==> src/common/erx_config.svh <==
`ifndef ERX_CONFIG_SVH
`define ERX_CONFIG_SVH

// mesh packet width
// bit 0 write flag, 39:8 dst address, 71:40 data, 103:72 src address
`define ERX_PW 104

// link ID as {row, column}
// the low six bits give the column used by the dynamic map
`define ERX_ID 12'h808

// start of the configuration window inside the link's offset space
`define ERX_CFG_OFFSET 20'hF0300

// register word offsets inside the 16-byte window
`define ERX_REG_MODE   4'd0
`define ERX_REG_SELPAT 4'd4
`define ERX_REG_BASE   4'd8

`endif
==> src/common/erx_pkg.sv <==
package erx_pkg;

   // destination address of a mesh packet, bits 39:8
   // row and column together form the 12-bit link ID of the target
   typedef struct packed
   {
      logic [5:0]  row;    // mesh row
      logic [5:0]  col;    // mesh column
      logic [19:0] offset; // byte offset inside the link's 1 MB space
   } erx_addr_fields_t;

   // one address word, read either flat or by fields
   typedef union packed
   {
      logic [31:0]      word;  // flat view for arithmetic
      erx_addr_fields_t f;     // row/column/offset view
   } erx_addr_t;

   // remap mode register encoding
   // code 2'b11 is not named and takes the dynamic path
   typedef enum logic [1:0]
   {
      remap_none    = 2'b00, // address passes unchanged
      remap_static  = 2'b01, // upper 12 bits replaced under select mask
      remap_dynamic = 2'b10  // compressed column map
   } erx_remap_mode_t;

endpackage

==> src/hdl/erx_core.sv <==
`timescale 1ns/10ps

`include "erx_config.svh"

module erx_core
   import erx_pkg::*;
(
   input  logic              clk,
   input  logic              reset,
   input  logic              access_in,
   input  logic [`ERX_PW-1:0] packet_in,
   input  logic              wait_in,
   output logic              access_out,
   output logic [`ERX_PW-1:0] packet_out
);

   // cfg to remap
   logic              fwd_access;
   logic [`ERX_PW-1:0] fwd_packet;
   erx_remap_mode_t   remap_mode;
   logic [11:0]       remap_sel;
   logic [11:0]       remap_pattern;
   logic [31:0]       remap_base;

   // window decode and remap registers
   erx_cfg cfg0
   (
      .clk           (clk),
      .reset         (reset),
      .access_in     (access_in),
      .packet_in     (packet_in),
      .wait_in       (wait_in),
      .fwd_access    (fwd_access),
      .fwd_packet    (fwd_packet),
      .remap_mode    (remap_mode),
      .remap_sel     (remap_sel),
      .remap_pattern (remap_pattern),
      .remap_base    (remap_base)
   );

   // address rewrite and output register
   erx_remap remap0
   (
      .clk           (clk),
      .reset         (reset),
      .wait_in       (wait_in),
      .fwd_access    (fwd_access),
      .fwd_packet    (fwd_packet),
      .remap_mode    (remap_mode),
      .remap_sel     (remap_sel),
      .remap_pattern (remap_pattern),
      .remap_base    (remap_base),
      .access_out    (access_out),
      .packet_out    (packet_out)
   );

endmodule

==> src/erx/erx_remap.sv <==
`timescale 1ns/10ps

`include "erx_config.svh"

module erx_remap
   import erx_pkg::*;
(
   input  logic              clk,
   input  logic              reset,
   input  logic              wait_in,
   input  logic              fwd_access,
   input  logic [`ERX_PW-1:0] fwd_packet,
   input  erx_remap_mode_t   remap_mode,
   input  logic [11:0]       remap_sel,
   input  logic [11:0]       remap_pattern,
   input  logic [31:0]       remap_base,
   output logic              access_out,
   output logic [`ERX_PW-1:0] packet_out
);

   // column of this link and its log2 for the row compression term
   localparam logic [5:0] col_id    = 6'(`ERX_ID);
   localparam int         col_shift = $clog2(col_id);

   erx_addr_t   addr_in;
   erx_addr_t   static_addr;
   logic [31:0] dynamic_addr;
   logic [31:0] col_term;
   logic [31:0] row_term;
   logic        remap_en;
   logic [31:0] remap_mux;

   assign addr_in.word = fwd_packet[39:8];

   // static map, per-bit replace of row/column
   assign static_addr.word[31:20] = (remap_sel & remap_pattern) |
                                    (~remap_sel & {addr_in.f.row, addr_in.f.col});
   assign static_addr.f.offset    = addr_in.f.offset;

   // compressed column map
   assign col_term     = 32'(col_id) << 20;            // start of this link's space
   assign row_term     = 32'(addr_in.f.row) << col_shift;
   assign dynamic_addr = addr_in.word - col_term + remap_base - row_term;

   // reads and mode none keep the address
   assign remap_en = (remap_mode != remap_none) & fwd_packet[0];

   always_comb
   begin
      if (!remap_en)
         remap_mux = addr_in.word;
      else if (remap_mode == remap_static)
         remap_mux = static_addr.word;
      else
         remap_mux = dynamic_addr;   // dynamic and the spare code
   end

   // output stage, frozen while downstream waits
   always_ff @(posedge clk)
   begin
      if (reset)
         access_out <= 1'b0;
      else if (!wait_in)
         access_out <= fwd_access;
   end

   always_ff @(posedge clk)
   begin
      if (!wait_in)
         packet_out <= {fwd_packet[`ERX_PW-1:40], remap_mux, fwd_packet[7:0]};
   end

   // downstream may sample late, so a stalled output must not move
   out_held_on_wait: assert property (
      @(posedge clk) disable iff (reset)
      wait_in |=> ($stable(access_out) && $stable(packet_out))
   );

endmodule

==> src/erx/erx_cfg.sv <==
`timescale 1ns/10ps

`include "erx_config.svh"

module erx_cfg
   import erx_pkg::*;
(
   input  logic              clk,
   input  logic              reset,
   input  logic              access_in,
   input  logic [`ERX_PW-1:0] packet_in,
   input  logic              wait_in,
   output logic              fwd_access,
   output logic [`ERX_PW-1:0] fwd_packet,
   output erx_remap_mode_t   remap_mode,
   output logic [11:0]       remap_sel,
   output logic [11:0]       remap_pattern,
   output logic [31:0]       remap_base
);

   erx_addr_t   dst_addr;
   logic        write_flag;
   logic [31:0] data_word;
   logic        id_hit;
   logic [19:0] rel_offset;
   logic        in_window;
   logic [3:0]  reg_off;
   logic        cfg_write;

   // field extraction
   assign write_flag    = packet_in[0];
   assign dst_addr.word = packet_in[39:8];
   assign data_word     = packet_in[71:40];

   // window decode
   assign id_hit     = ({dst_addr.f.row, dst_addr.f.col} == `ERX_ID);
   assign rel_offset = dst_addr.f.offset - `ERX_CFG_OFFSET;
   assign in_window  = (rel_offset < 20'd16);  // wraps high when below the window
   assign reg_off    = rel_offset[3:0];

   // a stalled write counts only once it is taken
   assign cfg_write = access_in & ~wait_in & write_flag & id_hit & in_window;

   // configuration writes are consumed here
   assign fwd_access = access_in & ~cfg_write;
   assign fwd_packet = packet_in;

   // register file
   always_ff @(posedge clk)
   begin
      if (reset)
      begin
         remap_mode    <= remap_none;
         remap_sel     <= '0;
         remap_pattern <= '0;
         remap_base    <= '0;
      end
      else if (cfg_write)
      begin
         case (reg_off)
            `ERX_REG_MODE:
            begin
               remap_mode <= erx_remap_mode_t'(data_word[1:0]);
            end
            `ERX_REG_SELPAT:
            begin
               remap_sel     <= data_word[11:0];
               remap_pattern <= data_word[27:16];
            end
            `ERX_REG_BASE:
            begin
               remap_base <= data_word;
            end
            default:
            begin
               // write to an unused word is dropped
            end
         endcase
      end
   end

   // a window write taken by this stage must not reach the remap stage
   cfg_not_forwarded: assert property (
      @(posedge clk) disable iff (reset)
      (access_in && !wait_in && packet_in[0] &&
       (packet_in[39:28] == `ERX_ID) &&
       (packet_in[27:8] - `ERX_CFG_OFFSET < 20'd16))
      |-> !fwd_access
   );

endmodule

==> config.mk <==
export PLATFORM = sky130hd
export DESIGN_NAME = erx_core
export DESIGN_NICKNAME = d
export VERILOG_FILES = /design/src/common/erx_pkg.sv /design/src/hdl/erx_core.sv /design/src/erx/erx_remap.sv /design/src/erx/erx_cfg.sv
export VERILOG_INCLUDE_DIRS = /design/src /design/src/common
export SDC_FILE = /design/constraint.sdc
export NUM_CORES = 1
export LEC_CHECK = 0
export BUFFER_PORTS_ARGS = -buffer_cell sky130_fd_sc_hd__buf_4
export CELL_PAD_IN_SITES_DETAIL_PLACEMENT = 2
export CELL_PAD_IN_SITES_GLOBAL_PLACEMENT = 2
export CORE_MARGIN = 5
export CORE_UTILIZATION = 33
export DETAILED_ROUTE_END_ITERATION = 8
export PLACE_DENSITY = 0.87
export SLEW_MARGIN = 20
export SYNTH_ARGS = -nofsm -noshare
export SYNTH_HDL_FRONTEND = slang
export SYNTH_SLANG_ARGS = --single-unit
==> constraint.sdc <==
create_clock -name clk -period 4.7 [get_ports clk]
set_clock_uncertainty 0.2 [all_clocks]
set_input_delay 0.94 -clock clk [delete_from_list [all_inputs] [get_ports clk]]
set_output_delay 0.94 -clock clk [all_outputs]
set_load 0.02 [all_outputs]
; ---- After elaboration in Yosys (flattened, before gate mapping)
; Cells that the tools add are included.
[op_classes]
addsub = 4
magnitude_cmp = 1
eq_ne = 4
n_mux = 2
n_bitwise = 12
reduce_logical = 5
[ops]
columns = op, n
row1 = $mux W32, 2
row2 = $add A32 B32 Y32, 1
row3 = $sub A32 B24 Y32 const B, 1
row4 = $sub A32 B9 Y32, 1
row5 = $and A12 B12 Y12, 2
row6 = $lt A20 B5 Y1 const B, 1
row7 = $sub A20 B20 Y20 const B, 1
row8 = $eq A12 B12 Y1 const B, 1
row9 = $not A12 Y12, 1
row10 = $or A12 B12 Y12, 1
row11 = $and A1 B1 Y1, 6
row12 = $reduce_and A2 Y1, 3
row13 = $eq A4 B3 Y1 const B, 1
row14 = $eq A4 B4 Y1 const B, 1
row15 = $logic_not A4 Y1, 1
row16 = $eq A2 B1 Y1 const B, 1
row17 = $not A1 Y1, 2
row18 = $reduce_bool A2 Y1, 1
[totals]
regBits = 163
in_bits = 108
output_inout_bits = 105
elab_cells = 34

; ---- Depth between registers and ports, before layout
; Gate-level depths: netlist (run 1).
[logic_depth]
depth_word = 7
mapped_depth = 13
depth_no_buf = 13

; ---- Hierarchy
; From an unflattened synthesis (run 1), not the netlist that was laid out.
[unflattened]
cells_unflattened = 972
area_unflattened_um2 = 10072.2
[by_module_without_submodules]
columns = mod, n_inst, cells_each, area_per_inst_um2, seq_area_each_um2
row1 = erx_remap, 1, 629, 6653.9, 3143.0
row2 = erx_cfg, 1, 343, 3418.3, 1161.1

; ---- Least setup slack after synthesis (run 1)
; No wires, ideal clock.
[synth_path]
kind = in2reg
start = in packet_in[39]
end = reg remap0.packet_out[29], data pin
setup_time_ns = 0.131
arrival_time_ns = 3.552
required_ns = 4.369
path_slack_ns = 0.817
path_stages = 11
n_path_buf = 0
cell_sequence = inv_1 fa_1 ha_1 ha_1 nand4_2 or4_4 a21oi_2 nor3b_1 or4_1 nand4_1 a22o_1
[synth_between]
elab_chain_len = 3
[synth_rtl]
columns = item, line
row1 = from (decl), erx_core.sv:11  ; input logic [`ERX_PW-1:0] packet_in,
row2 = $sub A32 B9 Y32, erx_remap.sv:43  ; assign dynamic_addr = addr_in.word - col_term + remap_base - row_term;
row3 = $mux W32, erx_remap.sv:52  ; else if (remap_mode == remap_static)
row4 = $mux W32, erx_remap.sv:50  ; if (!remap_en)
row5 = via remap0.remap_mux[21], erx_remap.sv:31  ; logic [31:0] remap_mux;
row6 = to (signal assigned), erx_remap.sv:70  ; packet_out <= {fwd_packet[`ERX_PW-1:40], remap_mux, fwd_packet[7:0]};
row7 = to (decl), erx_remap.sv:18  ; output logic [`ERX_PW-1:0] packet_out
; The timed path passes the listed nets, and every way through them passes these cells.
; A chain may end at the register's enable or synchronous reset.

; ---- Worst setup path after layout (run 1)
[layout_path]
start = in packet_in[36]
end = reg remap0.packet_out[28], data pin
; The elaborated chain is that of the path after synthesis.

==> run_results.csv, run 1 <==
group,metric,value,unit
run_status,outcome,"finished clean",
synth,async_flop_share,0,
synth,synth_top_area_cell,"edfxtp_1",
critical_path,crit_type,"in2reg",
synth,netlist_instances,867,
sta,tns,0,ns
global_routing,grt_pass1_vias,8254,
synth,ys.flop_type,"edfxtp_1",
cts,clockBufferDepth,2,
drt,drt_iter0_drc,446,
drt,post_drt_via_cell_ratio,5.20,
global_routing,antenna_found_initial,0,
power_and_ir_drop,vdd_drop_max,0.170,mV
hold_path,hp-class,"reg2reg",
cts,clock_sinks,163,
cts,cts_buffers,17,
power_and_ir_drop,p_seq_frac,0.426,
synth,ys_ff_latch,163,
floorplan,dieArea,29400,µm²
power_and_ir_drop,p_comb_frac,0.199,
synth,yosys-top-cells-count,"nand2_1 (159), edfxtp_1 (104), inv_1 (98)",
global_routing,grt_start_max_net_pins,66,
floorplan,start_util,0.332,
drt,dr.pass1.iters,5,
layout,syn_to_final_growth,29.8,%
synth,syn_area_per_cell,9.91,µm²
sta,worst_pin_slew,0.912,ns
cts,cts_hold_buf,0,
synth,synthDistinctLibCells,60,
floorplan,dieHeight,171,µm
layout,drive_above_1_share,0.246,
hold_path,hold_path_depth,2,
sta,fin_crit_sh,0.867,
sta,drv_slew,0,
floorplan,core_area,25800,µm²
power_and_ir_drop,power_switching_share,0.315,
drt,wl,33500,µm
critical_path,start_kind,"input pin",
floorplan,rows,59,
cts,root_buffer,"clkbuf_16",
critical_path,critPathRequiredTime,4.68,ns
flow_run,cap_violations,0,
power_and_ir_drop,total_power,3830,µW
drt,wl_per_cell,23.5,µm
cts,cts_resized,0,
global_routing,grt_pass1_wl,49500,µm
cts,insertion_delay,0.44,ns
drt,ant_nets,0,
sta,finalHoldViolCount,0,
global_routing,overflow,0,
power_and_ir_drop,power_density,344,nW/µm²
drt,via_count,7409,
synth,synth.area.top_cells,"edfxtp_1 (36%), dfxtp_1 (14%), ha_1 (11%)",
cts,clkTransAtPathRegs,0.08,ns
sta,max_freq,0.245,GHz
synth,ys_seq_area_frac,0.501,
layout,finalNetCount,1266,
critical_path,critical_path.max_fanout,5,
sta,setup_viol,0,
critical_path,r2r_cells,10,
sta,period_minus_slack,4.08,ns
power_and_ir_drop,switching_power,1210,µW
power_and_ir_drop,clockPowerShare,0.375,
placement,place_congestion,0.932,
synth,netlist_area,8590,µm²
synth,synth_top_cell_area_share,0.364,
synth,synth_edf_count,104,
placement,hpwlAfterDp,25900,µm
power_and_ir_drop,p_leak,0.00467,µW
floorplan,io_pins,213,
placement,portBuffers,212,
floorplan,die_w,171,µm
critical_path,worstSetupEndpointType,"register",
global_routing,groute.usage.overall,0.224,
cts,cts_tree,"done",
sta,relSlewSlack,0.390,
cts,htree_levels,4,
cts,post_cts_buffers,0,
synth,syn_nets,1058,
power_and_ir_drop,p_int,2620,µW
drt,drc,0,
synth,synth_most_common_cell,"nand2_1",
synth,yosys_warnings,0,
critical_path,worstPathArrival,4.05,ns
sta,rsz0062_at_grt,"false",
## kinds of logic (layout without fill, tap and decap cells)
group / count (synthesis) / after routing / share of synthesized area
and+or+nand+nor: 253 / 253 / 0.136
other: 0 / 1 / 0
xor gates and xnor gates: 24 / 24 / 0.0245
muxes: 5 / 5 / 0.00612
adders and majority gates: 83 / 83 / 0.128
AOI/OAI and AO/OA: 209 / 209 / 0.145
buffers and inverters: 130 / 351 / 0.0596
DFF: 163 / 163 / 0.501
## layout make-up
type	count	area, µm²
repair buffers	221	1670
well taps	335	419
clock buffers	17	425
multi-input cells	574	3780
fillers	2791	14700
clock inverters	15	175
inverters	98	370
flip-flops and latches	163	4300
diodes	1	2.50
## flip-flops by register name (all words and copies together), names as in the netlist
signal / cells
remap0.packet_out: 104
cfg0.remap_base: 32
cfg0.remap_pattern: 12
cfg0.remap_sel: 12
cfg0.remap_mode: 2
remap0.access_out: 1
## stage by stage
step | std cells | area (µm²) | utilization | hold slack, ns | worst slack [ns]
floorplan | 867 | 8590 | - | 0.232 | 0.817
finish | 1424 | 11100 | 0.431 | 0.256 | 0.624
CTS | 1423 | 11100 | 0.431 | 0.260 | 0.631
detailed placement | 1391 | 10500 | 0.408 | 0.250 | 0.253
global route | 1423 | 11100 | 0.431 | 0.279 | 0.477
global placement | 1391 | 10500 | 0.408 | 0.239 | 0.271
## cells in the final DEF (no fill, tap or decap), types with 4 or more instances in the layout
cell,count
ha_1,75
o31ai_1,7
xnor2_1,10
buf_4,220
nand4_1,8
nor4b_1,6
xor2_1,14
a32oi_1,9
a21oi_1,90
dfxtp_1,59
a31oi_1,4
inv_1,97
a21o_1,7
fa_1,8
nand2_1,159
nor3_1,10
nor2_1,27
clkbuf_16,17
nand2b_1,4
o21a_1,8
inv_6,4
nand3_1,9
edfxtp_1,104
clkinv_8,4
and2_1,4
o21ai_0,51
## path summary, 6_finish.rpt
check	start	slack, ns	to
setup / recovery	packet_in[36]	0.62	remap0.packet_out[28]$_DFFE_PN_
hold / removal	cfg0.remap_base[20]$_SDFFE_PP0P_	0.26	cfg0.remap_base[20]$_SDFFE_PP0P_
setup reg to reg	cfg0.remap_base[5]$_SDFFE_PP0P_	0.95	remap0.packet_out[28]$_DFFE_PN_
hold reg to reg	cfg0.remap_base[20]$_SDFFE_PP0P_	0.26	cfg0.remap_base[20]$_SDFFE_PP0P_
## power groups by stage
stage          registers [µW]  logic, µW  clock network (µW)
2_1_floorplan            1750        325                   0
3_3_place_gp             1660        744                   0
3_5_place_dp             1660        762                   0
4_1_cts                  1630        770                1460
5_1_grt                  1640        827                1530
6_report                 1630        763                1440
## critical path, cell delays in order
cell and delay (ns):
buf_4 0.12, inv_1 0.13, fa_1 0.47, ha_1 0.33, ha_1 0.38, a21o_1 0.20, a31o_2 0.24, o2111ai_1 0.33
a211oi_2 0.18, a21boi_0 0.31, xor2_1 0.27, o21ai_0 0.14
## routing by layer
metal / GRT usage / wire length [µm] / share of wire / vias up
met5: 0 / 0 / 0 / -
met4: 0.0875 / 1070 / 0.032 / 0
met3: 0.0457 / 1720 / 0.051 / 54
met2: 0.391 / 16700 / 0.50 / 242
met1: 0.272 / 14000 / 0.42 / 3659
li1: - / - / - / 3454
Power figures use the tool's default switching activity.
==> inputs of run 2 (changes only) <==
--- a/config.mk
+++ b/config.mk
@@ -11,8 +11,10 @@
 export CELL_PAD_IN_SITES_GLOBAL_PLACEMENT = 2
 export CORE_MARGIN = 5
 export CORE_UTILIZATION = 33
+export CTS_CLUSTER_SIZE = 14
 export DETAILED_ROUTE_END_ITERATION = 8
 export PLACE_DENSITY = 0.87
+export REMOVE_ABC_BUFFERS = 1
 export SLEW_MARGIN = 20
 export SYNTH_ARGS = -nofsm -noshare
 export SYNTH_HDL_FRONTEND = slang
==> run_results.csv, run 2 (synthesis gave the netlist of run 1 again) <==
group,metric,value,unit
floorplan,start_util,0.332,
sta,drv_slew,0,
sta,tns,0,ns
cts,post_cts_buffers,0,
critical_path,crit_type,"in2reg",
layout,finalNetCount,1264,
layout,final_common_cell,"buf_4",
layout,reg_top3,"remap0.packet_out x104, cfg0.remap_base x32",
drt,wl,34100,µm
sta,worst_pin_slew,0.965,ns
critical_path,start_kind,"input pin",
placement,portBuffers,212,
floorplan,rows,59,
sta,fin_ws,0.464,ns
layout,final_cell_mix,"buf_4 (218), nand2_1 (159), edfxtp_1 (104), inv_1 (97), a21oi_1 (90)",
drt,via_count,7567,
layout,final-instance-count-excl-fill,1422,
drt,dr.pass1.iters,5,
layout,syn_to_final_growth,29.7,%
sta,finalHoldViolCount,0,
layout,fillers,2757,
drt,drt_iter0_drc,471,
sta,max_freq,0.236,GHz
cts,cts_hold_buf,0,
cts,htree_levels,4,
power_and_ir_drop,p_comb_frac,0.199,
global_routing,grt_pass1_vias,8446,
floorplan,die_w,171,µm
cts,insertion_delay,0.45,ns
cts,clockBufferDepth,2,
global_routing,grt_pass1_wl,50600,µm
power_and_ir_drop,power_density,347,nW/µm²
critical_path,critPathRequiredTime,4.69,ns
layout,top_register,"remap0.packet_out",
global_routing,antenna_found_initial,1,
drt,post_drt_via_cell_ratio,5.32,
global_routing,grt_start_max_net_pins,60,
layout,post-route-util,0.431,
power_and_ir_drop,power_switching_share,0.321,
power_and_ir_drop,p_seq_frac,0.421,
layout,drive_above_1_share,0.245,
sta,relSlewSlack,0.350,
run_status,outcome,"finished clean",
critical_path,worstSetupEndpointType,"register",
power_and_ir_drop,vdd_drop_max,0.191,mV
placement,place_congestion,0.925,
global_routing,groute.usage.overall,0.230,
critical_path,regToRegSetupSlack,0.75,ns
cts,cts_buffers,17,
cts,cts_tree,"done",
floorplan,io_pins,213,
placement,dpl_worst_slack,0.118,ns
floorplan,dieArea,29400,µm²
sta,holdWs,0.257,ns
floorplan,core_area,25800,µm²
power_and_ir_drop,p_leak,0.00467,µW
flow_run,cap_violations,0,
critical_path,worstPathArrival,4.23,ns
sta,setup_viol,0,
global_routing,overflow,0,
power_and_ir_drop,switching_power,1240,µW
cts,clkTransAtPathRegs,0.08,ns
sta,rsz0062_at_grt,"false",
drt,ant_nets,0,
layout,largest_register_ffs,104,
cts,root_buffer,"clkbuf_16",
drt,drc,0,
critical_path,critical_path.max_fanout,4,
power_and_ir_drop,p_int,2630,µW
sta,period_minus_slack,4.24,ns
cts,cts_resized,0,
placement,hpwlAfterDp,25400,µm
floorplan,dieHeight,171,µm
power_and_ir_drop,clockPowerShare,0.380,
placement,numPlacedInstances,1389,
drt,wl_per_cell,24.0,µm
cts,clock_sinks,163,
hold_path,hp-class,"reg2reg",
sta,fin_crit_sh,0.901,
run 2: per-stage QoR:
stage | cell area [µm²] | power, µW
final | 11100 | 3870
after global routing | 11100 | 4030
after CTS | 11100 | 3900
after detailed placement | 10500 | 2430
after global placement | 10500 | 2400
after floorplan | 8450 | 2070
run 2: critical path: stages:
cell and delay, ns:
buf_4 0.13, inv_1 0.12, fa_1 0.47, ha_1 0.35, ha_1 0.37, and4_1 0.31, o21ai_1 0.18, o31ai_1 0.54
a31oi_1 0.23, xor2_1 0.18, o21ai_0 0.41
run 2: worst paths after layout:
check | end | start | cells past startpoint
setup / recovery | remap0.packet_out[38]$_DFFE_PN_ | packet_in[34] | 11
hold / removal | cfg0.remap_base[12]$_SDFFE_PP0P_ | cfg0.remap_base[12]$_SDFFE_PP0P_ | 2
setup reg to reg | remap0.packet_out[38]$_DFFE_PN_ | cfg0.remap_base[3]$_SDFFE_PP0P_ | 9
hold reg to reg | cfg0.remap_base[12]$_SDFFE_PP0P_ | cfg0.remap_base[12]$_SDFFE_PP0P_ | 2
run 2: power by group through the flow:
stage               clock (µW)  combinational (µW)  sequential [µW]
global placement             0                 741             1660
global route              1560                 836             1640
detailed placement           0                 762             1660
floorplan                    0                 317             1750
finish                    1470                 769             1630
CTS                       1490                 777             1630
run 2: cell type report:
| type | instances | area (µm²) | area share |
|---|---|---|---|
| inverters | 98 | 370 | 0.0332 |
| clock inverters | 15 | 181 | 0.0163 |
| flip-flops and latches | 163 | 4300 | 0.386 |
| repair buffers | 219 | 1660 | 0.149 |
| clock buffers | 17 | 425 | 0.0382 |
| multi-input cells | 574 | 3780 | 0.339 |
| well taps | 335 | 419 | 0.0376 |
| diodes | 1 | 2.50 | 0.000225 |
run 2: layer usage:
metal | wire, µm | track usage | vias up
met5 | 0 | 0 | -
met4 | 1090 | 0.0930 | 0
li1 | - | - | 3459
met2 | 16600 | 0.400 | 274
met1 | 14100 | 0.274 | 3768
met3 | 2320 | 0.0540 | 66
